## src/hw/bpi_pkg.sv

```systemverilog
`default_nettype none

package bpi_pkg;

	//////////////////////////////////////////////////
	// Widths and sizes
	//////////////////////////////////////////////////
	localparam int FIFO_DEPTH = 1024;
	localparam int CNT_W = 11;

	typedef logic [15:0]      word_t;        // Data or command FIFO word
	typedef logic [22:0]      flash_addr_t;  // PROM word address
	typedef logic [6:0]       blk_base_t;
	typedef logic [15:0]      offset_t;
	typedef logic [CNT_W-1:0] wcount_t;      // Word count, header count field
	typedef logic [7:0]       sr_t;          // Flash status register

	// Host command codes
	typedef enum logic [4:0] {
		cmd_noop            = 5'h00,
		cmd_read_n          = 5'h04,
		cmd_read_array      = 5'h05,
		cmd_read_status_reg = 5'h06,
		cmd_clr_status_reg  = 5'h09,
		cmd_block_erase     = 5'h0A,
		cmd_program         = 5'h0B,
		cmd_load_address    = 5'h17,  // Local
		cmd_clr_bpi_status  = 5'h1C   // Local
	} cmd_t;

	typedef enum logic [1:0] {op_none = 2'd0, op_write = 2'd1, op_read = 2'd2} bpi_op_t;

	// Where a read lands
	typedef enum logic [1:0] {dest_none, dest_readback, dest_status} read_dest_t;

	typedef enum logic [1:0] {dec_idle, dec_extra, dec_dispatch, dec_wait} decode_state_t;

	typedef enum logic [2:0] {
		ex_idle, ex_cmd1, ex_cmd2, ex_rd_array, ex_rd_sr, ex_wait_rise, ex_wait_fall, ex_done
	} exec_state_t;

	//////////////////////////////////////////////////
	// Flash opcodes and address masks
	//////////////////////////////////////////////////
	localparam word_t OPC_READ_ARRAY = 16'h00FF;
	localparam word_t OPC_READ_SR    = 16'h0070;
	localparam word_t OPC_CLR_SR     = 16'h0050;
	localparam word_t OPC_ERASE      = 16'h0020;
	localparam word_t OPC_CONFIRM    = 16'h00D0;
	localparam word_t OPC_PROGRAM    = 16'h0040;

	localparam flash_addr_t BANK_MASK          = 23'h780000;
	localparam flash_addr_t MAIN_BLOCK_MASK    = 23'h7F0000;  // 64 K-word blocks
	localparam flash_addr_t PARAM_BLOCK_MASK   = 23'h7FC000;  // 16 K-word blocks
	localparam flash_addr_t PARAM_REGION_START = 23'h7F0000;

	localparam int  SR_READY_BIT      = 7;
	localparam sr_t SR_ERASE_ERR_MASK = 8'h2A;
	localparam sr_t SR_PROG_ERR_MASK  = 8'h1A;

	// Decode to execute
	typedef struct packed {
		cmd_t    cmd;
		wcount_t count;  // Words minus one
		word_t   data;
	} flash_req_t;

	typedef struct packed {
		logic      load;
		blk_base_t base;
		offset_t   offset;
	} addr_load_t;

	typedef struct packed {
		bpi_op_t     op;
		flash_addr_t addr;
		word_t       data;
	} bus_cycle_t;

	typedef struct packed {
		logic empty;
		logic full;
		logic overflow;
		logic underflow;
	} fifo_flags_t;

endpackage

`default_nettype wire

```

## src/hw/bpi_result.sv

```systemverilog
`default_nettype none

module bpi_result import bpi_pkg::*;
(
	input  wire logic  CLK,
	input  wire logic  local_rst,
	input  wire logic  load_data,
	input  word_t      data_from,
	input  read_dest_t dest,
	output logic       rbk_push,
	output sr_t        sr,
	input  fifo_flags_t cmd_flags,
	input  fifo_flags_t rbk_flags,
	input  wire logic  clear_sticky,
	output word_t      status
);

	sr_t        sr_reg;
	logic       sr_load;
	logic [3:0] sticky_n;  // rbk unf, rbk ovf, cmd unf, cmd ovf

	assign sr_load  = load_data && (dest == dest_status);
	assign rbk_push = load_data && (dest == dest_readback);

	// New value visible in the load cycle
	assign sr = sr_load ? data_from[7:0] : sr_reg;

	always_ff @(posedge CLK or posedge local_rst)
	begin
		if (local_rst)
			sr_reg <= '0;
		else if (sr_load)
			sr_reg <= data_from[7:0];
	end

	//////////////////////////////////////////////////
	// Status word
	//////////////////////////////////////////////////
	always_comb
	begin
		if (clear_sticky)
			sticky_n = '0;
		else
			sticky_n = {rbk_flags.underflow | status[13], rbk_flags.overflow | status[12],
				cmd_flags.underflow | status[9], cmd_flags.overflow | status[8]};
	end

	always_ff @(posedge CLK or posedge local_rst)
	begin
		if (local_rst)
			status <= '0;
		else
			status <= {rbk_flags.empty, rbk_flags.full, sticky_n[3:2],
				cmd_flags.empty, cmd_flags.full, sticky_n[1:0], sr};
	end

endmodule

`default_nettype wire

```

## config.mk

```make
export PLATFORM = sky130hd
export DESIGN_NAME = bpi_result
export DESIGN_NICKNAME = d
export VERILOG_FILES = /design/src/hw/bpi_pkg.sv /design/src/hw/bpi_result.sv
export SDC_FILE = /design/constraint.sdc
export NUM_CORES = 1
export LEC_CHECK = 0
export BUFFER_PORTS_ARGS = -buffer_cell sky130_fd_sc_hd__buf_2
export CORE_MARGIN = 2
export CORE_UTILIZATION = 36
export CTS_CLUSTER_DIAMETER = 40
export CTS_CLUSTER_SIZE = 14
export DETAILED_ROUTE_END_ITERATION = 10
export GPL_TIMING_DRIVEN = 0
export PLACE_DENSITY = 0.79
export SLEW_MARGIN = 15
export SYNTH_ARGS = -nofsm -noshare
export SYNTH_HDL_FRONTEND = slang
export SYNTH_SLANG_ARGS = --single-unit
```

## constraint.sdc

```tcl
create_clock -name CLK -period 2.1 [get_ports CLK]
set_input_delay 0.315 -clock CLK [delete_from_list [all_inputs] [get_ports CLK]]
set_output_delay 0.315 -clock CLK [all_outputs]
set_load 0.03 [all_outputs]
```

==> reports/results.txt <==
The flow ran to the end, and the final reports show no timing, DRC or antenna violations. The tools report the worst slew slack as a fraction of its limit as 61.96%. Synthesis produced a netlist whose cell count is 36. The number of flip-flops under the largest register name works out to 16.

Setup repair after global routing left no endpoint under its margin. Summed over all cells, the static leakage comes to 0.4740 nW. TritonCTS built the clock tree. Total routing usage reported by global routing: 13.04%.

The register with the most flip-flops in the final layout is status. The min-delay analysis places its worst path in the category input port to async pin. Counting every sink on the clock net gives 16. The number of resized instances in the post-cts repair step was 0.

The number of setup violations in the final report is 0. The depth of the most critical reg-to-reg path was 1; the via count of the first global-routing pass was 447. Static timing analysis puts the maximum clock frequency at 694.3 MHz.

The sequential fraction of the synthesis area was 72.56%; the largest stage delay on the critical path was 0.36 ns. Clock tree synthesis selected as its root buffer the cell clkbuf_4. Summed over all layers, the routed wires come to 1076 um. In this run the power density over the cells is 1001 mW/mm^2. Subtracting the final worst setup slack from the clock period gives 1.440 ns. The run gives 0 as the final count of hold timing violations. Max-capacitance violation count: 0. Yosys printed 0 warnings. The combinational family with the most area after synthesis was multiplexers. The die is 43.15 um wide.

In the final routed layout, each cell accounts on average for 10.55 um. Of the cells placed in the final design, the portion with a size suffix greater than 1 is 68.60%. The logs give 0.28 ns for the clock insertion delay at the later pin of the skew report and 551.8 um^2 for the area of the mapped netlist. The tools report the number of filler instances in the final layout as 129.

For this configuration, the core starts out at a cell density of 37.50%. The logs give 1.78 ns for the data required time at the worst endpoint and 1.34 ns for the reg2reg setup slack. The tools report the critical path launch point type as an input port.

The initial antenna violation count is 0, and the multiplexer share of the synthesized area is 16.33%. The die outline area came out at 0.001862 mm^2. The number of vias in the routed layout was 463. The fraction of synthesized cell area in xor and xnor cells was 0%. The post-route fraction of the period consumed by the critical path was 68.59%. Once the clock tree was built, the setup fixing pass inserted 0 buffers. The first routing iteration left 2 violations. The worst endpoint data arrival time was 1.13 ns. For this run, design rule violations remaining after detail routing come to 0. The number of port buffers came out at 46. The start-to-end type of the worst setup path is input port to primary output. Yosys mapped the design onto 6 distinct sky130hd cell types. The most repeated library cell on the critical path is buf_2.

The share of the synthesized area in the top cell type came out at 72.56%. The number of H-tree branching levels came out at 1. Averaged over all synthesized cells, the footprint is 15.33 um^2. The tools report the maximum number of pins on one net before global-route repair as 17.

For the final routed database, the setup TNS stands at 0 ns. Dominant cell type by area after synthesis: dfrtp_1. During I/O placement, the number of pins put on the boundary was 55. STA classifies the critical path endpoint as a primary output. The area growth from synthesis to layout is 51.93%. The slowest stage of the critical path belongs to the cell mux2_2. In this design, the largest share of critical-path delay is due to multiplexers.

The signal on the critical path passes through buf_2 -> nand3b_4 -> mux2_2 -> buf_2. Sorting the synthesized cells by area gives the leading types as dfrtp_1 (73%), mux2_2 (16%), nor2_1 (6.1%), nand3b_4 (3.6%), inv_1 (0.68%). The floorplan has 14 rows. Counting every net in the synthesized netlist gives 66.

Worst flop-to-flop path startpoint: status[5]. Number of nets at the end of the flow: 117. Of the total synthesized cell area, the portion taken by full adders, half adders and majority gates is 0%. Summing the areas of all compound-gate instances in the mapped netlist gives 0% of the synthesized area. At the end of routability-driven placement, the weighted congestion stood at 0.6735. The logs give 0 ns for the worst clock skew and 1738 um for the first-pass GRT wire length.

The post-synthesis simple-gate area fraction is 10.43%. The number of buffers inserted during clock tree synthesis was 3; the core area was 0.001471 mm^2. The endpoint of the most critical register-to-register path is status[5]. The hold slack was 0.07431 ns. The antenna violation net count after detailed routing is 0, and the peak fanout along the critical path is 8. In the final layout, the registers with the most flip-flops are status: 16 flops. First-pass iteration count of the detailed router: 2. The tools report the number of diodes added for antenna fixing as 0.

The count of buffer and inverter cells on the critical path is 2, and the peak ir drop on the vdd network is 0.0005720 V. Measured along the y axis, the die boundary spans 43.15 um. The via density per instance is 4.539, and the slew of the pin with the lowest slew margin is 0.5700 ns. The tools report the number of buffers between clock root and the deepest sink as 2.

The tools report the count of final max-slew check failures as 0. Global routing finished with a remaining overflow of 0. The clock edge transition at the registers on the reported setup and hold paths came out at 0.09 ns. After clock tree synthesis, the flow added hold-fix buffers numbering 0. The synthesized design contains 16 register bits.
[metrics by stage]
stage	utilization [%]	instances	instance area [um^2]	setup WS (ns)	power [mW]
floorplan	-	36	551.8	0.8893	0.5612
global placement	54.51	98	802.0	0.6476	0.6500
detailed placement	54.51	98	802.0	0.6478	0.6540
CTS	56.97	102	838.3	0.6474	0.8554
global route	56.97	102	838.3	0.6094	0.8811
finish	56.97	102	838.3	0.6596	0.8390
[cell usage in the layout (no fill, tap or decap)]
| cell | n |
|---|---|
| mux2_2 | 8 |
| buf_2 | 46 |
| clkbuf_4 | 3 |
| nand2_1 | 1 |
| nor2_1 | 9 |
| nand3b_4 | 1 |
| inv_1 | 1 |
| dfrtp_1 | 16 |
| clkbuf_8 | 1 |
[power breakdown]
group	switching (mW)	internal, mW	leakage, nW	total [mW]
Combinational	0.196	0.0874	0.262	0.283
Sequential	0.0147	0.346	0.191	0.361
Clock	0.0899	0.106	0.0210	0.195
Total	0.300	0.539	0.474	0.839
[Yosys cell counts, drive strengths merged]
master / number
dfrtp: 16
inv: 1
nand3b: 1
nor2: 9
nand2: 1
mux2: 8
[worst max-delay path by stage]
stage,cells past startpoint,slack [ns],start,to
3_3_place_gp,4,0.65,dest[0],sr[6]
6_report,4,0.66,dest[0],sr[1]
5_1_grt,4,0.61,dest[0],sr[2]
4_1_cts,4,0.65,dest[0],sr[1]
3_5_place_dp,4,0.65,dest[0],sr[3]
2_1_floorplan,2,0.89,dest[0],sr[0]
[final cells by class]
cell class              count  area (um^2)  share of cell area [%]
flip-flops and latches     16        400.4                   47.76
repair buffers             46        230.2                   27.46
multi-input cells          19        147.6                   17.61
clock buffers               4        36.28                   4.328
well taps                  16        20.02                   2.388
inverters                   1        3.754                  0.4478
[per-layer routing]
| metal | share of wire [%] | track usage [%] | up-vias | wire length (um) |
|---|---|---|---|---|
| met4 | 0.56 | 7.273 | 0 | 6 |
| met1 | 36 | 13.81 | 209 | 383 |
| met3 | 16 | 6.383 | 2 | 173 |
| li1 | - | - | 218 | - |
| met5 | 0 | 0 | - | 0 |
| met2 | 48 | 20.90 | 34 | 513 |
[kinds of logic (layout without fill, tap and decap cells)]
| kind of cell | after synthesis | after routing |
|---|---|---|
| multiplexers | 8 | 8 |
| flip-flops | 16 | 16 |
| buffers and inverters | 1 | 51 |
| AND/OR/NAND/NOR | 11 | 11 |
Note: power is estimated with default switching activity, not from simulation.
