[config.mk]
export PLATFORM = sky130hd
export DESIGN_NAME = bpi_cmd_decode
export DESIGN_NICKNAME = d
export VERILOG_FILES = /design/src/hw/bpi_pkg.sv /design/src/hw/bpi_cmd_decode.sv
export SDC_FILE = /design/constraint.sdc
export NUM_CORES = 1
export LEC_CHECK = 0
export BUFFER_PORTS_ARGS = -buffer_cell sky130_fd_sc_hd__clkbuf_2
export CORE_UTILIZATION = 43
export DETAILED_ROUTE_END_ITERATION = 6
export PLACE_DENSITY = 0.88
export SLEW_MARGIN = 20
export SYNTH_ARGS = -nofsm -noshare
export SYNTH_HDL_FRONTEND = slang
export SYNTH_SLANG_ARGS = --single-unit
[constraint.sdc]
create_clock -name CLK -period 4.3 [get_ports CLK]
set_input_delay 1.075 -clock CLK [delete_from_list [all_inputs] [get_ports CLK]]
set_output_delay 1.075 -clock CLK [all_outputs]
set_load 0.02 [all_outputs]
[src/hw/bpi_pkg.sv]
`default_nettype none

package bpi_pkg;

	//////////////////////////////////////////////////
	// Widths and sizes
	//////////////////////////////////////////////////
	localparam int FIFO_DEPTH = 1024;
	localparam int CNT_W = 11;

	typedef logic [15:0]      word_t;        // Data or command FIFO word
	typedef logic [22:0]      flash_addr_t;  // PROM word address
	typedef logic [6:0]       blk_base_t;
	typedef logic [15:0]      offset_t;
	typedef logic [CNT_W-1:0] wcount_t;      // Word count, header count field
	typedef logic [7:0]       sr_t;          // Flash status register

	// Host command codes
	typedef enum logic [4:0] {
		cmd_noop            = 5'h00,
		cmd_read_n          = 5'h04,
		cmd_read_array      = 5'h05,
		cmd_read_status_reg = 5'h06,
		cmd_clr_status_reg  = 5'h09,
		cmd_block_erase     = 5'h0A,
		cmd_program         = 5'h0B,
		cmd_load_address    = 5'h17,  // Local
		cmd_clr_bpi_status  = 5'h1C   // Local
	} cmd_t;

	typedef enum logic [1:0] {op_none = 2'd0, op_write = 2'd1, op_read = 2'd2} bpi_op_t;

	// Where a read lands
	typedef enum logic [1:0] {dest_none, dest_readback, dest_status} read_dest_t;

	typedef enum logic [1:0] {dec_idle, dec_extra, dec_dispatch, dec_wait} decode_state_t;

	typedef enum logic [2:0] {
		ex_idle, ex_cmd1, ex_cmd2, ex_rd_array, ex_rd_sr, ex_wait_rise, ex_wait_fall, ex_done
	} exec_state_t;

	//////////////////////////////////////////////////
	// Flash opcodes and address masks
	//////////////////////////////////////////////////
	localparam word_t OPC_READ_ARRAY = 16'h00FF;
	localparam word_t OPC_READ_SR    = 16'h0070;
	localparam word_t OPC_CLR_SR     = 16'h0050;
	localparam word_t OPC_ERASE      = 16'h0020;
	localparam word_t OPC_CONFIRM    = 16'h00D0;
	localparam word_t OPC_PROGRAM    = 16'h0040;

	localparam flash_addr_t BANK_MASK          = 23'h780000;
	localparam flash_addr_t MAIN_BLOCK_MASK    = 23'h7F0000;  // 64 K-word blocks
	localparam flash_addr_t PARAM_BLOCK_MASK   = 23'h7FC000;  // 16 K-word blocks
	localparam flash_addr_t PARAM_REGION_START = 23'h7F0000;

	localparam int  SR_READY_BIT      = 7;
	localparam sr_t SR_ERASE_ERR_MASK = 8'h2A;
	localparam sr_t SR_PROG_ERR_MASK  = 8'h1A;

	// Decode to execute
	typedef struct packed {
		cmd_t    cmd;
		wcount_t count;  // Words minus one
		word_t   data;
	} flash_req_t;

	typedef struct packed {
		logic      load;
		blk_base_t base;
		offset_t   offset;
	} addr_load_t;

	typedef struct packed {
		bpi_op_t     op;
		flash_addr_t addr;
		word_t       data;
	} bus_cycle_t;

	typedef struct packed {
		logic empty;
		logic full;
		logic overflow;
		logic underflow;
	} fifo_flags_t;

endpackage

`default_nettype wire

[src/hw/bpi_cmd_decode.sv]
`default_nettype none

module bpi_cmd_decode import bpi_pkg::*;
(
	input  wire logic CLK,
	input  wire logic local_rst,
	input  wire logic enbl,
	input  wire logic dsbl,
	input  word_t     fifo_word,
	input  wire logic fifo_empty,
	output logic      pop,
	output logic      start,
	output flash_req_t req,
	output addr_load_t addr_load,
	input  wire logic done,
	output logic      clear_sticky
);

	decode_state_t state;
	logic          enabled;
	cmd_t          head_cmd;
	cmd_t          hdr_cmd;
	wcount_t       hdr_field;  // Count or address base
	word_t         xtra_data;

	// Commands followed by one more FIFO word
	function automatic logic needs_xtra(cmd_t c);
		needs_xtra = (c == cmd_load_address) || (c == cmd_program);
	endfunction

	function automatic logic is_flash(cmd_t c);
		case (c)
			cmd_noop, cmd_read_n, cmd_read_array, cmd_read_status_reg,
			cmd_clr_status_reg, cmd_block_erase, cmd_program:
				is_flash = 1'b1;
			default:
				is_flash = 1'b0;
		endcase
	endfunction

	assign head_cmd = cmd_t'(fifo_word[4:0]);

	// Enable wins over disable
	always_ff @(posedge CLK or posedge local_rst)
	begin
		if (local_rst)
			enabled <= 1'b0;
		else if (enbl)
			enabled <= 1'b1;
		else if (dsbl)
			enabled <= 1'b0;
	end

	//////////////////////////////////////////////////
	// Parser
	//////////////////////////////////////////////////
	assign pop = ((state == dec_idle) && enabled && !fifo_empty) ||
		((state == dec_extra) && !fifo_empty);

	always_ff @(posedge CLK or posedge local_rst)
	begin
		if (local_rst)
			state <= dec_idle;
		else
		begin
			case (state)
				dec_idle:
					if (pop)
						state <= needs_xtra(head_cmd) ? dec_extra : dec_dispatch;
				dec_extra:
					if (pop)
						state <= dec_dispatch;
				dec_dispatch:
					state <= is_flash(hdr_cmd) ? dec_wait : dec_idle;  // Unknown codes dropped
				dec_wait:
					if (done)
						state <= dec_idle;
				default:
					state <= dec_idle;
			endcase
		end
	end

	// Header and data word
	always_ff @(posedge CLK)
	begin
		if ((state == dec_idle) && pop)
		begin
			hdr_cmd   <= head_cmd;
			hdr_field <= fifo_word[15:5];
		end
		if ((state == dec_extra) && pop)
			xtra_data <= fifo_word;
	end

	assign start        = (state == dec_dispatch) && is_flash(hdr_cmd);
	assign clear_sticky = (state == dec_dispatch) && (hdr_cmd == cmd_clr_bpi_status);

	assign addr_load.load   = (state == dec_dispatch) && (hdr_cmd == cmd_load_address);
	assign addr_load.base   = hdr_field[6:0];
	assign addr_load.offset = xtra_data;

	assign req.cmd   = hdr_cmd;   // Held until done
	assign req.count = hdr_field;
	assign req.data  = xtra_data;

endmodule

`default_nettype wire

==> run metrics, run 1 <==
Starting Density 45.8%; Max Freq between 0.3 and 0.4 GHz; clock transition at the registers of the reported paths 0.10 ns; mean area per synthesized cell 16.4 sq um; CP Max Fanout 17; GP Congestion 0.761; Max IR drop VDD 346 uV; CTS resizes 0; switch share 32.9%; wire per inst roughly 13 um; final clock skew roughly 0.0043 ns; sequential share of the synthesized area about three quarters; unrepaired setup endpoints after global routing no; measured slew at the worst slew-check pin approximately 0.33 ns; final wirelength roughly 2500 um; P&R area growth vs syn 27.2%; Final min period about 3.0 ns; vias in the first global route around 800; Most used DFF post-synth edfxtp_1; Multi-input gate area 200 sq um; Post-Syn Instances 86; initial antenna violation count 0; Mapped Nets approximately 110; share of cells above drive strength 1 a little over three fifths; status finished clean; GR Overflow Total 0; leakage slightly above 0.8 nW; WP buf/inv 3; Die Width around 60 um; htree depth 2; fin area roughly 1800 sq um; cell family with most CP delay buffers and inverters; final net count 174; Row Count 20; area of the mapped netlist ~1400 sq um; Ports ~80; PD cells between 500 and 600 nW/um^2; clock buffer depth 2; Filler cells around 250; cts hold-fix bufs 0; post-CTS setup buffer count 0; slew margin rel. between 70 and 80%; Max Cap Viol 0; DRT iter0 DRCs 20; Clk Latency, worst-skew pair 0.32 ns; Comb pwr share between 20 and 30%; post-synthesis async set-or-reset flop share under 10%; Area after DPL around 1700 sq um; Core ar. around 3100 sq um; Sum Neg Setup Slack 0 ns; Worst EP required around 3.2 ns; pin count of the biggest net entering global routing 18; Net Switching between 0.0003 and 0.0004 W; slowest CP cell or2_2; global-route usage over all layers roughly 14%; die area 3510 sq um; Yosys Warn Count 0; Tightest Hold Check Type flip-flop to flip-flop; CTS tree done; Residual DRC 0; Clock Tree Root clkbuf_4; CP cell instances clkbuf_2, nor3_2, buf_4, or2_2, clkbuf_2; drt pass-1 iters 3; Die Y-Extent 59.3 um; Vias/cell between 4 and 5; IO buf count 80; worst setup path class input pin to output pin; Seq pwr share 49.5%; Critical Path Max Stage Delay 0.32 ns; # diodes 0; CP most frequent cell clkbuf_2; post-synth cell types 22; first-pass GRT wire length between 3000 and 4000 um; via count 906; final hold violations 0; Clk network pwr share a little under a quarter; crit end category output pin; EDFF count, synth 32; Slew Limit Fails 0; #FFs+latches synth 35; CTS sink cnt 35; detailed placement HPWL between 1500 and 2000 um; Final Setup Violations 0; startpoint types input pin; sequential cell area approximately 1000 sq um; internal power 0.000651 W; post-route ant nets 0; share of the clock period used by the worst path between 60% and 70%; Worst EP arrival around 1.9 ns; Inserted Clock Buffers 5
## layout by cell type (no fill, tap or decap), types with 2 or more instances in the layout
master     instances
a21oi_1            2
edfxtp_1          32
a2bb2oi_2          2
nor2_1             3
dfrtp_1            3
clkbuf_2          80
clkbuf_4           5
nor3_2             2
buf_4              2
inv_1              3
nand2_1            2
## cells in the mapped netlist (all sizes together) (2+ instances only)
master | n | area share (%)
buf | 23 | 12
nor2 | 3 | 0.80
dfrtp | 3 | 5.3
nand2 | 2 | 0.53
nor3 | 3 | 1.1
a2bb2oi | 2 | 2.1
o21bai | 2 | 1.3
a21oi | 2 | 0.71
nor4b | 2 | 2.3
edfxtp | 32 | 68
inv | 3 | 0.80
## final cells by class
| class | instances | area share [%] |
|---|---|---|
| repair buffers | 82 | 23.2 |
| inverters | 3 | 0.628 |
| clock buffers | 5 | 2.09 |
| flip-flops and latches | 35 | 57.7 |
| clock inverters | 3 | 2.16 |
| well taps | 44 | 3.07 |
| multi-input cells | 25 | 11.2 |
## path summary, 6_finish.rpt
check	from	to	slack, ns	cells after the start
setup reg to reg	hdr_cmd[2]	state[1]	2.90	4
setup / recovery	fifo_empty	pop	1.31	5
hold reg to reg	enabled	enabled	0.54	1
hold / removal	enabled	enabled	0.54	1
min in group asynchronous	local_rst	state[1]	0.58	2
max in group asynchronous	local_rst	state[0]	3.58	2
## power by group through the flow
stage | sequential (W) | clock [W] | combinational [W]
6_report | 0.000480 | 0.000220 | 0.000269
5_1_grt | 0.000486 | 0.000245 | 0.000287
4_1_cts | 0.000480 | 0.000228 | 0.000272
3_5_place_dp | 0.000488 | 0 | 0.000272
3_3_place_gp | 0.000484 | 0 | 0.000266
2_1_floorplan | 0.000530 | 0 | 0.000157
## worst reg2reg max path: stages, from the launching register on
cell and delay [ns]:
edfxtp_1 0.44, o21bai_2 0.22, mux2i_1 0.15, nor4b_4 0.34, a2bb2oi_2 0.18
## cell families after synthesis
| kind of cell | count (synthesis) | synth area share [%] |
|---|---|---|
| buffers and inverters | 26 | 13.0 |
| muxes | 1 | 0.710 |
| AOI/OAI and AO/OA | 8 | 5.24 |
| DFF | 35 | 73.5 |
| and+or+nand+nor | 16 | 7.54 |
## flip-flops by register name (all words and copies together), names as in the netlist
name	cells
state	2
xtra_data	16
hdr_field	11
enabled	1
hdr_cmd	5
## per-stage QoR
stage	util, %	setup slack (ns)	power, W	hold WS, ns	cells
4_1_cts	58.3	1.30	0.000980	0.544	197
2_1_floorplan	-	0.473	0.000687	0.473	86
6_report	58.3	1.31	0.000969	0.543	197
5_1_grt	58.3	1.27	0.00102	0.578	197
3_3_place_gp	55.8	1.33	0.000750	0.491	189
3_5_place_dp	55.8	1.30	0.000760	0.521	189
## routing by layer
metal / global-route usage [%] / part of all wire [%] / vias up
met1: 14.0 / 39 / 413
li1: - / - / 425
met4: 6.12 / 1.0 / 0
met3: 6.77 / 10 / 3
met2: 25.0 / 50 / 65
met5: 0 / 0 / -
No activity file was read; power rests on OpenSTA's default activity.
==> run 2: changes to the inputs <==
clock period = 3 ns   (was 4.3 ns; I/O delays follow)
==> run 2 against run 1 <==
Routed wire length down 1.5%. Design area unchanged. Non-clock buffer count unchanged. Flip-flop and latch count unchanged. Critical path depth down 1. Global-route usage down 0.095 points.
==> run metrics, run 2 (synthesis gave the netlist of run 1 again) <==
status finished clean (unchanged); die area 3510 sq um (unchanged); post-route ant nets 0 (unchanged); DRT iter0 DRCs 21 (was 20); GR Overflow Total 0 (unchanged); Clk Latency, worst-skew pair 0.33 ns (was 0.32 ns); clock transition at the registers of the reported paths 0.09 ns (was 0.10 ns); Die Width 59.3 um (unchanged); GP Congestion 0.680 (was 0.761); Filler cells 251 (was 247); htree depth 2 (unchanged); clock buffer depth 2 (unchanged); CP Max Fanout 3 (was 17); share of the clock period used by the worst path between 80 and 90%; Final min period 2.40 ns; measured slew at the worst slew-check pin 0.272 ns (was 0.335 ns); share of cells above drive strength 1 62.7% (unchanged); most frequent cells in the layout clkbuf_2 (80), edfxtp_1 (32), clkbuf_4 (5) (unchanged); CTS tree done (unchanged); final hold violations 0 (unchanged); Final WS setup 0.598 ns (was 1.31 ns); slowest CP cell edfxtp_1 (was or2_2); final net count 174 (unchanged); Vias/cell 4.58 (was 4.60); startpoint types flip-flop (was input pin); IO buf count 80 (unchanged); Die Y-Extent 59.3 um (unchanged); leakage 0.804 nW (unchanged); worst setup path class flip-flop to output pin (was input pin to output pin); Inserted Clock Buffers 5 (unchanged); Final Setup Violations 0 (unchanged); Clock Tree Root clkbuf_4 (unchanged); Slew Limit Fails 0 (unchanged); vias in the first global route 804 (was 797); CP cell instances o21bai_2, mux2i_1, nor4b_4, clkbuf_2 (was clkbuf_2, nor3_2, buf_4, or2_2, clkbuf_2); Core ar. 3080 sq um (unchanged); global-route usage over all layers 14.1% (was 14.2%); most common cell after layout, fill and taps aside clkbuf_2 (unchanged); Critical Path Max Stage Delay 0.41 ns (was 0.32 ns); CTS sink cnt 35 (unchanged); post-CTS setup buffer count 0 (unchanged); Max Freq roughly 0.42 GHz; Row Count 20 (unchanged); Max Cap Viol 0 (unchanged); Starting Density 45.8% (unchanged); crit end category output pin (unchanged); unrepaired setup endpoints after global routing no (unchanged); final clock skew 0.00515 ns (was 0.00431 ns); top flop regs xtra_data x16, hdr_field x11, hdr_cmd x5 (unchanged); Most flops, register xtra_data (unchanged); Worst EP required 2.25 ns (was 3.22 ns); drt pass-1 iters 4 (was 3); detailed placement HPWL 1950 um (was 1900 um); Residual DRC 0 (unchanged); # diodes 0 (unchanged); P&R area growth vs syn 27.2% (unchanged); Max IR drop VDD 240 uV (was 346 uV); slew margin rel. 81.4% (was 77.6%); worst slack, placed 0.711 ns (was 1.30 ns); cts hold-fix bufs 0 (unchanged); Worst EP arrival 1.65 ns (was 1.92 ns); CTS resizes 0 (unchanged); max reg flops 16 (unchanged); first-pass GRT wire length 3390 um (was 3420 um); pin count of the biggest net entering global routing 17 (was 18); initial antenna violation count 0 (unchanged); PD cells 772 nW/um^2 (was 540 nW/um^2); final wirelength 2430 um (was 2470 um); Tightest Hold Check Type input pin to async pin (was flip-flop to flip-flop); via count 903 (was 906); Ports 81 (unchanged); Sum Neg Setup Slack 0 ns (unchanged); wire per inst 12.3 um (was 12.5 um)
-- run 2: metal layers --
layer | share of wire, % | up-vias | global-route usage (%) | wire length, um
met3 | 12 | 7 | 7.21 | 300
met4 | 2.3 | 0 | 7.14 | 56
met2 | 51 | 62 | 24.2 | 1230
met1 | 35 | 412 | 13.7 | 843
met5 | 0 | - | 0 | 0
li1 | - | 422 | - | -
-- run 2: path summary, 6_finish.rpt --
path | slack [ns] | cells past startpoint | startpoint | to
hold reg to reg | 0.53 | 1 | enabled | enabled
setup reg to reg | 1.65 | 3 | state[0] | xtra_data[4]
setup / recovery | 0.60 | 4 | hdr_cmd[2] | start
min in group CLK | 0.53 | 1 | enabled | enabled
max in group asynchronous | 2.62 | 2 | local_rst | state[0]
hold / removal | 0.26 | 2 | local_rst | enabled
-- run 2: worst max-delay path, delay by kind of cell, from the launching register on --
family          cells  cell delay [ns]
compound gates      1             0.21
mux                 1             0.16
flops               1             0.41
simple gates        1             0.31
buf+inv             1             0.24
-- run 2: final cells by class --
type / instances / area [sq um] / share of cell area [%]
clock buffers: 5 / 37.5 / 2.09
inverters: 3 / 11.3 / 0.628
clock inverters: 3 / 38.8 / 2.16
multi-input cells: 25 / 200 / 11.2
repair buffers: 82 / 415 / 23.2
flip-flops and latches: 35 / 1040 / 57.7
well taps: 44 / 55.1 / 3.07
-- run 2: metrics by stage --
| step | cell area (sq um) | util (%) | total power, W | hold slack [ns] | cells |
|---|---|---|---|---|---|
| after detailed placement | 1720 | 55.8 | 0.00109 | 0.513 | 189 |
| after CTS | 1790 | 58.3 | 0.00140 | 0.245 | 197 |
| after global routing | 1790 | 58.3 | 0.00145 | 0.254 | 197 |
| after floorplan | 1420 | - | 0.000989 | 0.473 | 86 |
| final | 1790 | 58.3 | 0.00138 | 0.255 | 197 |
| after global placement | 1720 | 55.8 | 0.00108 | 0.495 | 189 |
-- run 2: power breakdown --
group | total (W) | switching (W) | internal, W | leakage, nW
sequential | 0.000686 | 0.0000606 | 0.000626 | 0.329
clock | 0.000313 | 0.000141 | 0.000171 | 0.0426
combinational | 0.000386 | 0.000250 | 0.000135 | 0.433
total | 0.00138 | 0.000452 | 0.000932 | 0.804
