$ cat src/hw/bpi_pkg.sv
`default_nettype none

package bpi_pkg;

	//////////////////////////////////////////////////
	// Widths and sizes
	//////////////////////////////////////////////////
	localparam int FIFO_DEPTH = 1024;
	localparam int CNT_W = 11;

	typedef logic [15:0]      word_t;        // Data or command FIFO word
	typedef logic [22:0]      flash_addr_t;  // PROM word address
	typedef logic [6:0]       blk_base_t;
	typedef logic [15:0]      offset_t;
	typedef logic [CNT_W-1:0] wcount_t;      // Word count, header count field
	typedef logic [7:0]       sr_t;          // Flash status register

	// Host command codes
	typedef enum logic [4:0] {
		cmd_noop            = 5'h00,
		cmd_read_n          = 5'h04,
		cmd_read_array      = 5'h05,
		cmd_read_status_reg = 5'h06,
		cmd_clr_status_reg  = 5'h09,
		cmd_block_erase     = 5'h0A,
		cmd_program         = 5'h0B,
		cmd_load_address    = 5'h17,  // Local
		cmd_clr_bpi_status  = 5'h1C   // Local
	} cmd_t;

	typedef enum logic [1:0] {op_none = 2'd0, op_write = 2'd1, op_read = 2'd2} bpi_op_t;

	// Where a read lands
	typedef enum logic [1:0] {dest_none, dest_readback, dest_status} read_dest_t;

	typedef enum logic [1:0] {dec_idle, dec_extra, dec_dispatch, dec_wait} decode_state_t;

	typedef enum logic [2:0] {
		ex_idle, ex_cmd1, ex_cmd2, ex_rd_array, ex_rd_sr, ex_wait_rise, ex_wait_fall, ex_done
	} exec_state_t;

	//////////////////////////////////////////////////
	// Flash opcodes and address masks
	//////////////////////////////////////////////////
	localparam word_t OPC_READ_ARRAY = 16'h00FF;
	localparam word_t OPC_READ_SR    = 16'h0070;
	localparam word_t OPC_CLR_SR     = 16'h0050;
	localparam word_t OPC_ERASE      = 16'h0020;
	localparam word_t OPC_CONFIRM    = 16'h00D0;
	localparam word_t OPC_PROGRAM    = 16'h0040;

	localparam flash_addr_t BANK_MASK          = 23'h780000;
	localparam flash_addr_t MAIN_BLOCK_MASK    = 23'h7F0000;  // 64 K-word blocks
	localparam flash_addr_t PARAM_BLOCK_MASK   = 23'h7FC000;  // 16 K-word blocks
	localparam flash_addr_t PARAM_REGION_START = 23'h7F0000;

	localparam int  SR_READY_BIT      = 7;
	localparam sr_t SR_ERASE_ERR_MASK = 8'h2A;
	localparam sr_t SR_PROG_ERR_MASK  = 8'h1A;

	// Decode to execute
	typedef struct packed {
		cmd_t    cmd;
		wcount_t count;  // Words minus one
		word_t   data;
	} flash_req_t;

	typedef struct packed {
		logic      load;
		blk_base_t base;
		offset_t   offset;
	} addr_load_t;

	typedef struct packed {
		bpi_op_t     op;
		flash_addr_t addr;
		word_t       data;
	} bus_cycle_t;

	typedef struct packed {
		logic empty;
		logic full;
		logic overflow;
		logic underflow;
	} fifo_flags_t;

endpackage

`default_nettype wire

$ cat src/hw/bpi_execute.sv
`default_nettype none

module bpi_execute import bpi_pkg::*;
(
	input  wire logic CLK,
	input  wire logic local_rst,
	input  wire logic start,
	input  flash_req_t req,
	input  addr_load_t addr_load,
	output logic      done,
	input  sr_t       sr,
	input  wire logic busy,
	output bus_cycle_t bus,
	output logic      execute,
	output read_dest_t dest
);

	exec_state_t state;
	exec_state_t state_n;
	exec_state_t step;       // Bus cycle in flight
	blk_base_t   base;
	offset_t     offset;
	wcount_t     rd_left;    // Reads still owed after this one
	flash_addr_t waddr;
	flash_addr_t bank_addr;
	flash_addr_t block_addr;
	logic        two_cycle;
	logic        cycle_end;
	logic        last_read;

	//////////////////////////////////////////////////
	// Addresses
	//////////////////////////////////////////////////
	assign waddr     = {base, offset};
	assign bank_addr = waddr & BANK_MASK;

	always_comb
	begin
		if (waddr >= PARAM_REGION_START)
			block_addr = waddr & PARAM_BLOCK_MASK;
		else
			block_addr = waddr & MAIN_BLOCK_MASK;
	end

	assign two_cycle = (req.cmd == cmd_block_erase) || (req.cmd == cmd_program);
	assign cycle_end = (state == ex_wait_fall) && !busy;
	assign last_read = (rd_left == '0);

	//////////////////////////////////////////////////
	// Sequencer
	//////////////////////////////////////////////////
	always_comb
	begin
		state_n = state;
		case (state)
			ex_idle:
				if (start)
				begin
					case (req.cmd)
						cmd_noop:   state_n = ex_done;
						cmd_read_n: state_n = ex_rd_array;
						default:    state_n = ex_cmd1;
					endcase
				end
			ex_cmd1, ex_cmd2, ex_rd_array, ex_rd_sr:
				state_n = ex_wait_rise;  // One-cycle execute pulse
			ex_wait_rise:
				if (busy)
					state_n = ex_wait_fall;
			ex_wait_fall:
				if (!busy)
				begin
					case (step)
						ex_cmd1:
							if (two_cycle)
								state_n = ex_cmd2;
							else if (req.cmd == cmd_read_status_reg)
								state_n = ex_rd_sr;
							else
								state_n = ex_done;
						ex_cmd2:
							state_n = ex_rd_sr;  // Start polling
						ex_rd_array:
							state_n = last_read ? ex_done : ex_rd_array;
						ex_rd_sr:
							if ((req.cmd == cmd_read_status_reg) || sr[SR_READY_BIT])
								state_n = ex_done;
							else
								state_n = ex_rd_sr;
						default:
							state_n = ex_done;
					endcase
				end
			default:
				state_n = ex_idle;
		endcase
	end

	always_ff @(posedge CLK or posedge local_rst)
	begin
		if (local_rst)
		begin
			state   <= ex_idle;
			step    <= ex_idle;
			base    <= '0;
			offset  <= '0;
			rd_left <= '0;
		end
		else
		begin
			state <= state_n;
			if (state_n inside {ex_cmd1, ex_cmd2, ex_rd_array, ex_rd_sr})
				step <= state_n;
			else if (state_n == ex_done)
				step <= ex_idle;

			if (addr_load.load)
			begin
				base   <= addr_load.base;
				offset <= addr_load.offset;
			end
			else if (cycle_end && (step == ex_rd_array))
				offset <= offset + 1'b1;  // Next array word

			if ((state == ex_idle) && start)
				rd_left <= req.count;
			else if (cycle_end && (step == ex_rd_array) && !last_read)
				rd_left <= rd_left - 1'b1;
		end
	end

	assign execute = state inside {ex_cmd1, ex_cmd2, ex_rd_array, ex_rd_sr};
	assign done    = (state == ex_done);

	// Bus cycle contents, held while the cycle runs
	always_comb
	begin
		bus.op   = op_none;
		bus.addr = bank_addr;
		bus.data = '0;
		dest     = dest_none;
		case (step)
			ex_cmd1:
			begin
				bus.op = op_write;
				case (req.cmd)
					cmd_read_array:      bus.data = OPC_READ_ARRAY;
					cmd_read_status_reg: bus.data = OPC_READ_SR;
					cmd_clr_status_reg:  bus.data = OPC_CLR_SR;
					cmd_block_erase:
					begin
						bus.addr = block_addr;
						bus.data = OPC_ERASE;
					end
					cmd_program:
					begin
						bus.addr = waddr;
						bus.data = OPC_PROGRAM;
					end
					default: ;
				endcase
			end
			ex_cmd2:
			begin
				bus.op = op_write;
				if (req.cmd == cmd_block_erase)
				begin
					bus.addr = block_addr;
					bus.data = OPC_CONFIRM;
				end
				else
				begin
					bus.addr = waddr;
					bus.data = req.data;  // Program data
				end
			end
			ex_rd_array:
			begin
				bus.op   = op_read;
				bus.addr = waddr;
				dest     = dest_readback;
			end
			ex_rd_sr:
			begin
				bus.op = op_read;
				dest   = dest_status;
			end
			default: ;
		endcase
	end

endmodule

`default_nettype wire

$ cat config.mk
export PLATFORM = sky130hd
export DESIGN_NAME = bpi_execute
export DESIGN_NICKNAME = d
export VERILOG_FILES = /design/src/hw/bpi_pkg.sv /design/src/hw/bpi_execute.sv
export SDC_FILE = /design/constraint.sdc
export NUM_CORES = 1
export LEC_CHECK = 0
export BUFFER_PORTS_ARGS = -buffer_cell sky130_fd_sc_hd__buf_2
export CORE_MARGIN = 4
export CORE_UTILIZATION = 50
export CTS_CLUSTER_SIZE = 14
export DETAILED_ROUTE_END_ITERATION = 6
export GPL_TIMING_DRIVEN = 0
export HOLD_SLACK_MARGIN = 0.08
export PLACE_DENSITY = 0.8
export SYNTH_ARGS = -nofsm -noshare
export SYNTH_HDL_FRONTEND = slang
export SYNTH_SLANG_ARGS = --single-unit
$ cat constraint.sdc
create_clock -name CLK -period 3.62 [get_ports CLK]
set_input_delay 0.543 -clock CLK [delete_from_list [all_inputs] [get_ports CLK]]
set_output_delay 0.543 -clock CLK [all_outputs]
set_load 0.01 [all_outputs]
==> results.sh, run 1 <==
export IMPL_outcome="finished, final reports clean"
export IMPL_drt_initial_drc_count=102
export IMPL_dp_hpwl_um=5460
export IMPL_placedCellCount=499
export IMPL_synth_edff_count=0
export IMPL_die_h_um=81.5
export IMPL_grt_use_met1=0.263
export IMPL_vias=2636
export IMPL_dr_pass1_iters=4
export IMPL_grt_start_max_net_pins=41
export IMPL_slowest_stage="a22oi_1"
export IMPL_avgViaCountPerCell=5.20
export IMPL_track_usage=0.211
export IMPL_numCtsBuffers=5
export IMPL_leakage_nw=1.69
export IMPL_path_cells="buf_2, nor4bb_1, clkbuf_1, nand2_1, a22oi_1, nor2_1, clkbuf_1, and2_1, buf_2"
export IMPL_drive_gt1_frac=0.314
export IMPL_io_pins=113
export IMPL_seq_area_frac_synth=0.371
export IMPL_num_antenna_cells=0
export IMPL_fp_dieW_um=81.5
export IMPL_grt_most_used_layer="met2"
export IMPL_cap_viol_max_count=0
export IMPL_wl_um=7040
export IMPL_tightest_slew_ns=0.845
export IMPL_utilization=0.657
export IMPL_syn_area_per_cell_um2=8.30
export IMPL_routabilityCongestion=0.902
export IMPL_port_buffers=104
export IMPL_fin_nets=508
export IMPL_power_density_mw_per_mm2=504
export IMPL_end_kind="output pin"
export IMPL_synthFlopType="dfrtp_1"
export IMPL_drv_slew=0
export IMPL_grtUsageMet2=0.363
export IMPL_place_ws_ns=0.534
export IMPL_clk_latency_ns=0.29
export IMPL_num_rows=26
export IMPL_vdd_drop_max_uv=311
export IMPL_grt_ovfl_total=0
export IMPL_period_share=0.865
export IMPL_grt_pass1_vias=2426
export IMPL_final_min_clock_period_ns=3.13
export IMPL_post_cts_buffers=0
export IMPL_stdcell_count=507
export IMPL_cts_root_buf="clkbuf_8"
export IMPL_swShare=0.383
export IMPL_grt_pass1_wl_um=10900
export IMPL_design_die_area_mm2=0.00664
export IMPL_crit_path_start_kind="input port"
export IMPL_combPwrFrac=0.430
export IMPL_power_frac_clock=0.178
export IMPL_worstPathArrival_ns=2.59
export IMPL_fin_skew_ns=0.00698
export IMPL_crit_fanout=10
export IMPL_switchingPower_uw=657
export IMPL_max_slew_margin=0.436
export IMPL_ys_async_sr_fraction=1.00
export IMPL_n_fill_cell=471
export IMPL_htree_levels=2
export IMPL_coreArea_mm2=0.00517
export IMPL_syn2layout_area_growth_pct=26.0
export IMPL_cts_resized=0
export IMPL_clock_fmax_mhz=319
export IMPL_yosysWarnings=0
export IMPL_synth_fp_nets=397
export IMPL_grt_use_met3=0.0461
export IMPL_antenna_found_initial=0
export IMPL_setup_violations_final=0
export IMPL_crit_type="in2out"
export IMPL_cts_tree="done"
export IMPL_cp_required_ns=3.08
export IMPL_crit_path_max_incr_delay_ns=0.42
export IMPL_netlist_instances=325
export IMPL_finalPower_mw=1.71
export IMPL_worst_slack_ns=0.489
export IMPL_clock_sinks=40
export IMPL_route_detailed_drc=0
export IMPL_ant_nets=0
export IMPL_rsz0062_at_grt="false"
export IMPL_min_path_type="in2async"
export IMPL_start_util=0.522
export IMPL_synth_area_mm2=0.00270
export IMPL_cts_hold_buffers=0
export IMPL_p_int_mw=1.06
export IMPL_synth_cell_types=49
export IMPL_postSynthRegisterBits=40
export IMPL_hold_viol_final=0
export IMPL_routedWlPerCell_um=13.9
export IMPL_tns_ns=0
export IMPL_clock_tree_buffer_depth=2
export IMPL_clk_pin_slew_ns=0.07
export IMPL_p_seq_frac=0.392
export IMPL_reg2reg_depth=6
## layer usage
layer / share of wire / vias to the layer above
met5: 0 / -
met3: 0.080 / 8
met4: 0.013 / 0
li1: - / 1341
met1: 0.45 / 1189
met2: 0.46 / 98
## path summary, 6_finish.rpt
kind                                     start  slack [ns]                     end
min                                  local_rst        0.43  rd_left[4]$_DFFE_PP0P_
max in group asynchronous            local_rst        2.67  offset[12]$_DFFE_PP0P_
min reg2reg                base[2]$_DFFE_PP0P_        0.52     base[2]$_DFFE_PP0P_
max reg2reg                step[2]$_DFFE_PP0P_        1.26  offset[15]$_DFFE_PP0P_
max                                    req[28]        0.49                 bus[19]
min in group CLK                 addr_load[14]        0.46  offset[14]$_DFFE_PP0P_
## power by group through the flow
stage	clock network [mW]	registers, mW	logic (mW)
2_1_floorplan	0	0.652	0.532
3_3_place_gp	0	0.670	0.719
3_5_place_dp	0	0.680	0.737
4_1_cts	0.315	0.671	0.740
5_1_grt	0.334	0.689	0.822
6_report	0.305	0.673	0.737
## synthesized netlist by cell type (all sizes together), types with 10 or more instances
cell	instances	share of area
o21ai	27	0.051
xnor2	17	0.055
clkbuf	12	0.017
nand3	12	0.022
nand2	33	0.046
nor2	34	0.047
and2	18	0.042
xor2	10	0.032
inv	12	0.017
and3	10	0.023
a21oi	16	0.030
nor3	13	0.024
dfrtp	40	0.37
## critical path, delay by kind of cell
kind / cells / cell delay [ns]
simple gates: 4 / 0.83
compound gates: 1 / 0.42
buf+inv: 4 / 0.81
## state kept, by name, indices dropped and copies added, names as in the netlist
signal   flops
offset      16
rd_left     11
base         7
state        3
step         3
## final cells by class
| type | instances | area (um^2) | area share |
|---|---|---|---|
| multi-input cells | 254 | 1560 | 0.460 |
| flip-flops and latches | 40 | 1000 | 0.294 |
| repair buffers | 104 | 520 | 0.153 |
| plain buffers | 19 | 90.1 | 0.0265 |
| well taps | 70 | 87.6 | 0.0258 |
| clock buffers | 6 | 82.6 | 0.0243 |
| inverters | 12 | 45.0 | 0.0132 |
| clock inverters | 2 | 10.0 | 0.00294 |
## placed cells by master, fill, tap and decap left out, types with 10 or more instances in the layout
cell type  synthesis  routed
xor2_1            10      10
a21oi_1           16      16
dfrtp_1           40      40
nand3_1           12      12
xnor2_1           17      17
nand2_1           33      33
inv_1             12      11
clkbuf_1          12      12
nor2_1            34      34
nor3_1            13      13
buf_2              3     107
and3_1            10      10
o21ai_0           25      25
and2_1            18      18
## stage by stage
stage               hold slack (ns)  instance area, um^2
detailed placement            0.507                 3310
CTS                           0.444                 3400
global route                  0.458                 3400
global placement              0.505                 3310
floorplan                     0.487                 2700
finish                        0.426                 3400
## logic make-up (layout without fill, tap and decap cells)
group           after synthesis  after routing  synth area share
xor+xnor                     27             27            0.0876
fa+ha+maj                     4              4            0.0185
compound gates               62             62             0.141
mux                           8              8            0.0329
flops                        40             40             0.371
buf+inv                      31            143            0.0501
simple gates                153            153             0.299
No activity file was read; power rests on OpenSTA's default activity.
==> run 2: changes to the inputs <==
--- a/config.mk
+++ b/config.mk
@@ -6,13 +6,15 @@
 export NUM_CORES = 1
 export LEC_CHECK = 0
 export BUFFER_PORTS_ARGS = -buffer_cell sky130_fd_sc_hd__buf_2
+export CELL_PAD_IN_SITES_DETAIL_PLACEMENT = 0
+export CELL_PAD_IN_SITES_GLOBAL_PLACEMENT = 1
 export CORE_MARGIN = 4
-export CORE_UTILIZATION = 50
+export CORE_UTILIZATION = 37
 export CTS_CLUSTER_SIZE = 14
 export DETAILED_ROUTE_END_ITERATION = 6
 export GPL_TIMING_DRIVEN = 0
 export HOLD_SLACK_MARGIN = 0.08
-export PLACE_DENSITY = 0.8
+export PLACE_DENSITY = 0.94
 export SYNTH_ARGS = -nofsm -noshare
 export SYNTH_HDL_FRONTEND = slang
 export SYNTH_SLANG_ARGS = --single-unit
==> run 2 against run 1 <==
  * Via count fell by 0.49%
  * Power rose by 3.6%
  * Sequential power hardly changed
  * Count of clock-buffer cells in the layout decreased by 1
  * Non-clock buffer count did not move
  * Register-to-register slack better by 0.02 ns
  * Largest cell class unchanged
  * Largest power group unchanged
==> results.sh, run 2 (same netlist as run 1, synthesis figures left out) <==
export IMPL_outcome="finished, final reports clean"
export IMPL_end_kind="output pin"
export IMPL_clk_pin_slew_ns=0.08
export IMPL_grt_start_max_net_pins=41
export IMPL_hold_viol_final=0
export IMPL_fin_skew_ns=0.00632
export IMPL_io_pins=113
export IMPL_cts_tree="done"
export IMPL_n_fill_cell=686
export IMPL_fin_nets=508
export IMPL_rsz0062_at_grt="false"
export IMPL_leakage_nw=1.69
export IMPL_min_path_type="in2async"
export IMPL_htree_levels=2
export IMPL_design_die_area_mm2=0.00872
export IMPL_final_common_cell="buf_2"
export IMPL_ant_nets=0
export IMPL_cap_viol_max_count=0
export IMPL_die_h_um=93.4
export IMPL_drt_initial_drc_count=69
export IMPL_worst_slack_ns=0.522
export IMPL_final_min_clock_period_ns=3.10
export IMPL_dp_hpwl_um=5710
export IMPL_place_ws_ns=0.548
export IMPL_vias=2623
export IMPL_start_util=0.389
export IMPL_wl_um=7240
export IMPL_period_share=0.856
export IMPL_post_cts_buffers=0
export IMPL_slowest_stage="a22oi_1"
export IMPL_worstPathArrival_ns=2.55
export IMPL_numCtsBuffers=5
export IMPL_grt_pass1_wl_um=11600
export IMPL_crit_fanout=10
export IMPL_clock_tree_buffer_depth=2
export IMPL_path_cells="buf_2, nor4bb_1, clkbuf_1, nand2_1, a22oi_1, nor2_1, clkbuf_1, and2_1, buf_2"
export IMPL_avgViaCountPerCell=4.92
export IMPL_port_buffers=104
export IMPL_drive_gt1_frac=0.314
export IMPL_regArea_mm2=0.00100
export IMPL_crit_path_max_incr_delay_ns=0.42
export IMPL_num_antenna_cells=0
export IMPL_top_regs="offset: 16 flops, rd_left: 11 flops, base: 7 flops"
export IMPL_final_cell_mix="buf_2, dfrtp_1, nor2_1"
export IMPL_vdd_drop_max_uv=236
export IMPL_cts_resized=0
export IMPL_cts_hold_buffers=0
export IMPL_tightest_slew_ns=0.837
export IMPL_grt_ovfl_total=0
export IMPL_clock_fmax_mhz=323
export IMPL_coreArea_mm2=0.00694
export IMPL_fp_dieW_um=93.4
export IMPL_grt_pass1_vias=2540
export IMPL_largest_reg_flops=16
export IMPL_multiInputGateArea_mm2=0.00156
export IMPL_clock_sinks=40
export IMPL_dr_pass1_iters=4
export IMPL_setup_violations_final=0
export IMPL_cts_root_buf="clkbuf_8"
export IMPL_antenna_found_initial=0
export IMPL_syn2layout_area_growth_pct=27.9
export IMPL_clk_latency_ns=0.29
export IMPL_drv_slew=0
export IMPL_crit_path_start_kind="input port"
export IMPL_routedWlPerCell_um=13.6
export IMPL_max_slew_margin=0.441
export IMPL_tns_ns=0
export IMPL_num_rows=30
export IMPL_crit_type="in2out"
export IMPL_route_detailed_drc=0
export IMPL_max_flop_register="offset"
export IMPL_track_usage=0.162
export IMPL_routabilityCongestion=0.838
export IMPL_power_density_mw_per_mm2=515
export IMPL_cp_required_ns=3.08
==> run 2: cell types whose count changed in the layout (fill, tap and decap cells not counted), sizes merged <==
cell      before  now
clkbuf        18   17
clkinvlp       0    1
clkinv         2    1
bufinv         0    1
==> run 2: routing by layer <==
layer  track usage  part of all wire  vias to the layer above
met1         0.214              0.47                     1178
met3        0.0322             0.079                        6
met4        0.0342             0.011                        0
met2         0.275              0.44                      106
li1              -                 -                     1333
met5             0                 0                        -
==> run 2: area by class of cell <==
class,instances,area share
Inverter,12,0.0131
Clock buffer,5,0.0199
Sequential cell,40,0.290
Tap cell,96,0.0348
Buffer,19,0.0261
Timing Repair Buffer,104,0.151
Multi-Input combinational cell,254,0.453
Clock inverter,3,0.0123
==> run 2: power breakdown <==
group          switching, mW  internal [mW]  leakage (nW)
Combinational          0.395          0.343          1.17
Clock                  0.161          0.204        0.0541
Sequential             0.110          0.563         0.473
Total                  0.667           1.11          1.69
==> run 2: path summary, 6_finish.rpt <==
check | start | endpoint | slack, ns | cells after the start
max | req[28] | bus[19] | 0.52 | 9
min reg2reg | base[1]$_DFFE_PP0P_ | base[1]$_DFFE_PP0P_ | 0.54 | 1
min | local_rst | rd_left[1]$_DFFE_PP0P_ | 0.42 | 2
max in group asynchronous | local_rst | step[2]$_DFFE_PP0P_ | 2.68 | 2
min in group CLK | addr_load[14] | offset[14]$_DFFE_PP0P_ | 0.45 | 3
max reg2reg | rd_left[0]$_DFFE_PP0P_ | rd_left[6]$_DFFE_PP0P_ | 1.28 | 8
==> run 2: stage by stage <==
| step | instances | cell area, um^2 | hold slack [ns] | total power, mW | utilization |
|---|---|---|---|---|---|
| 2_1_floorplan | 325 | 2700 | 0.487 | 1.18 | - |
| 3_3_place_gp | 525 | 3340 | 0.511 | 1.40 | 0.481 |
| 3_5_place_dp | 525 | 3340 | 0.518 | 1.42 | 0.481 |
| 4_1_cts | 533 | 3450 | 0.446 | 1.79 | 0.497 |
| 5_1_grt | 533 | 3450 | 0.465 | 1.90 | 0.497 |
| 6_report | 533 | 3450 | 0.417 | 1.78 | 0.497 |
==> run 2: worst max-delay path, delay by kind of cell <==
kind	cells	cell delay [ns]
AOI/OAI and AO/OA	1	0.42
buffers and inverters	4	0.78
and+or+nand+nor	4	0.81
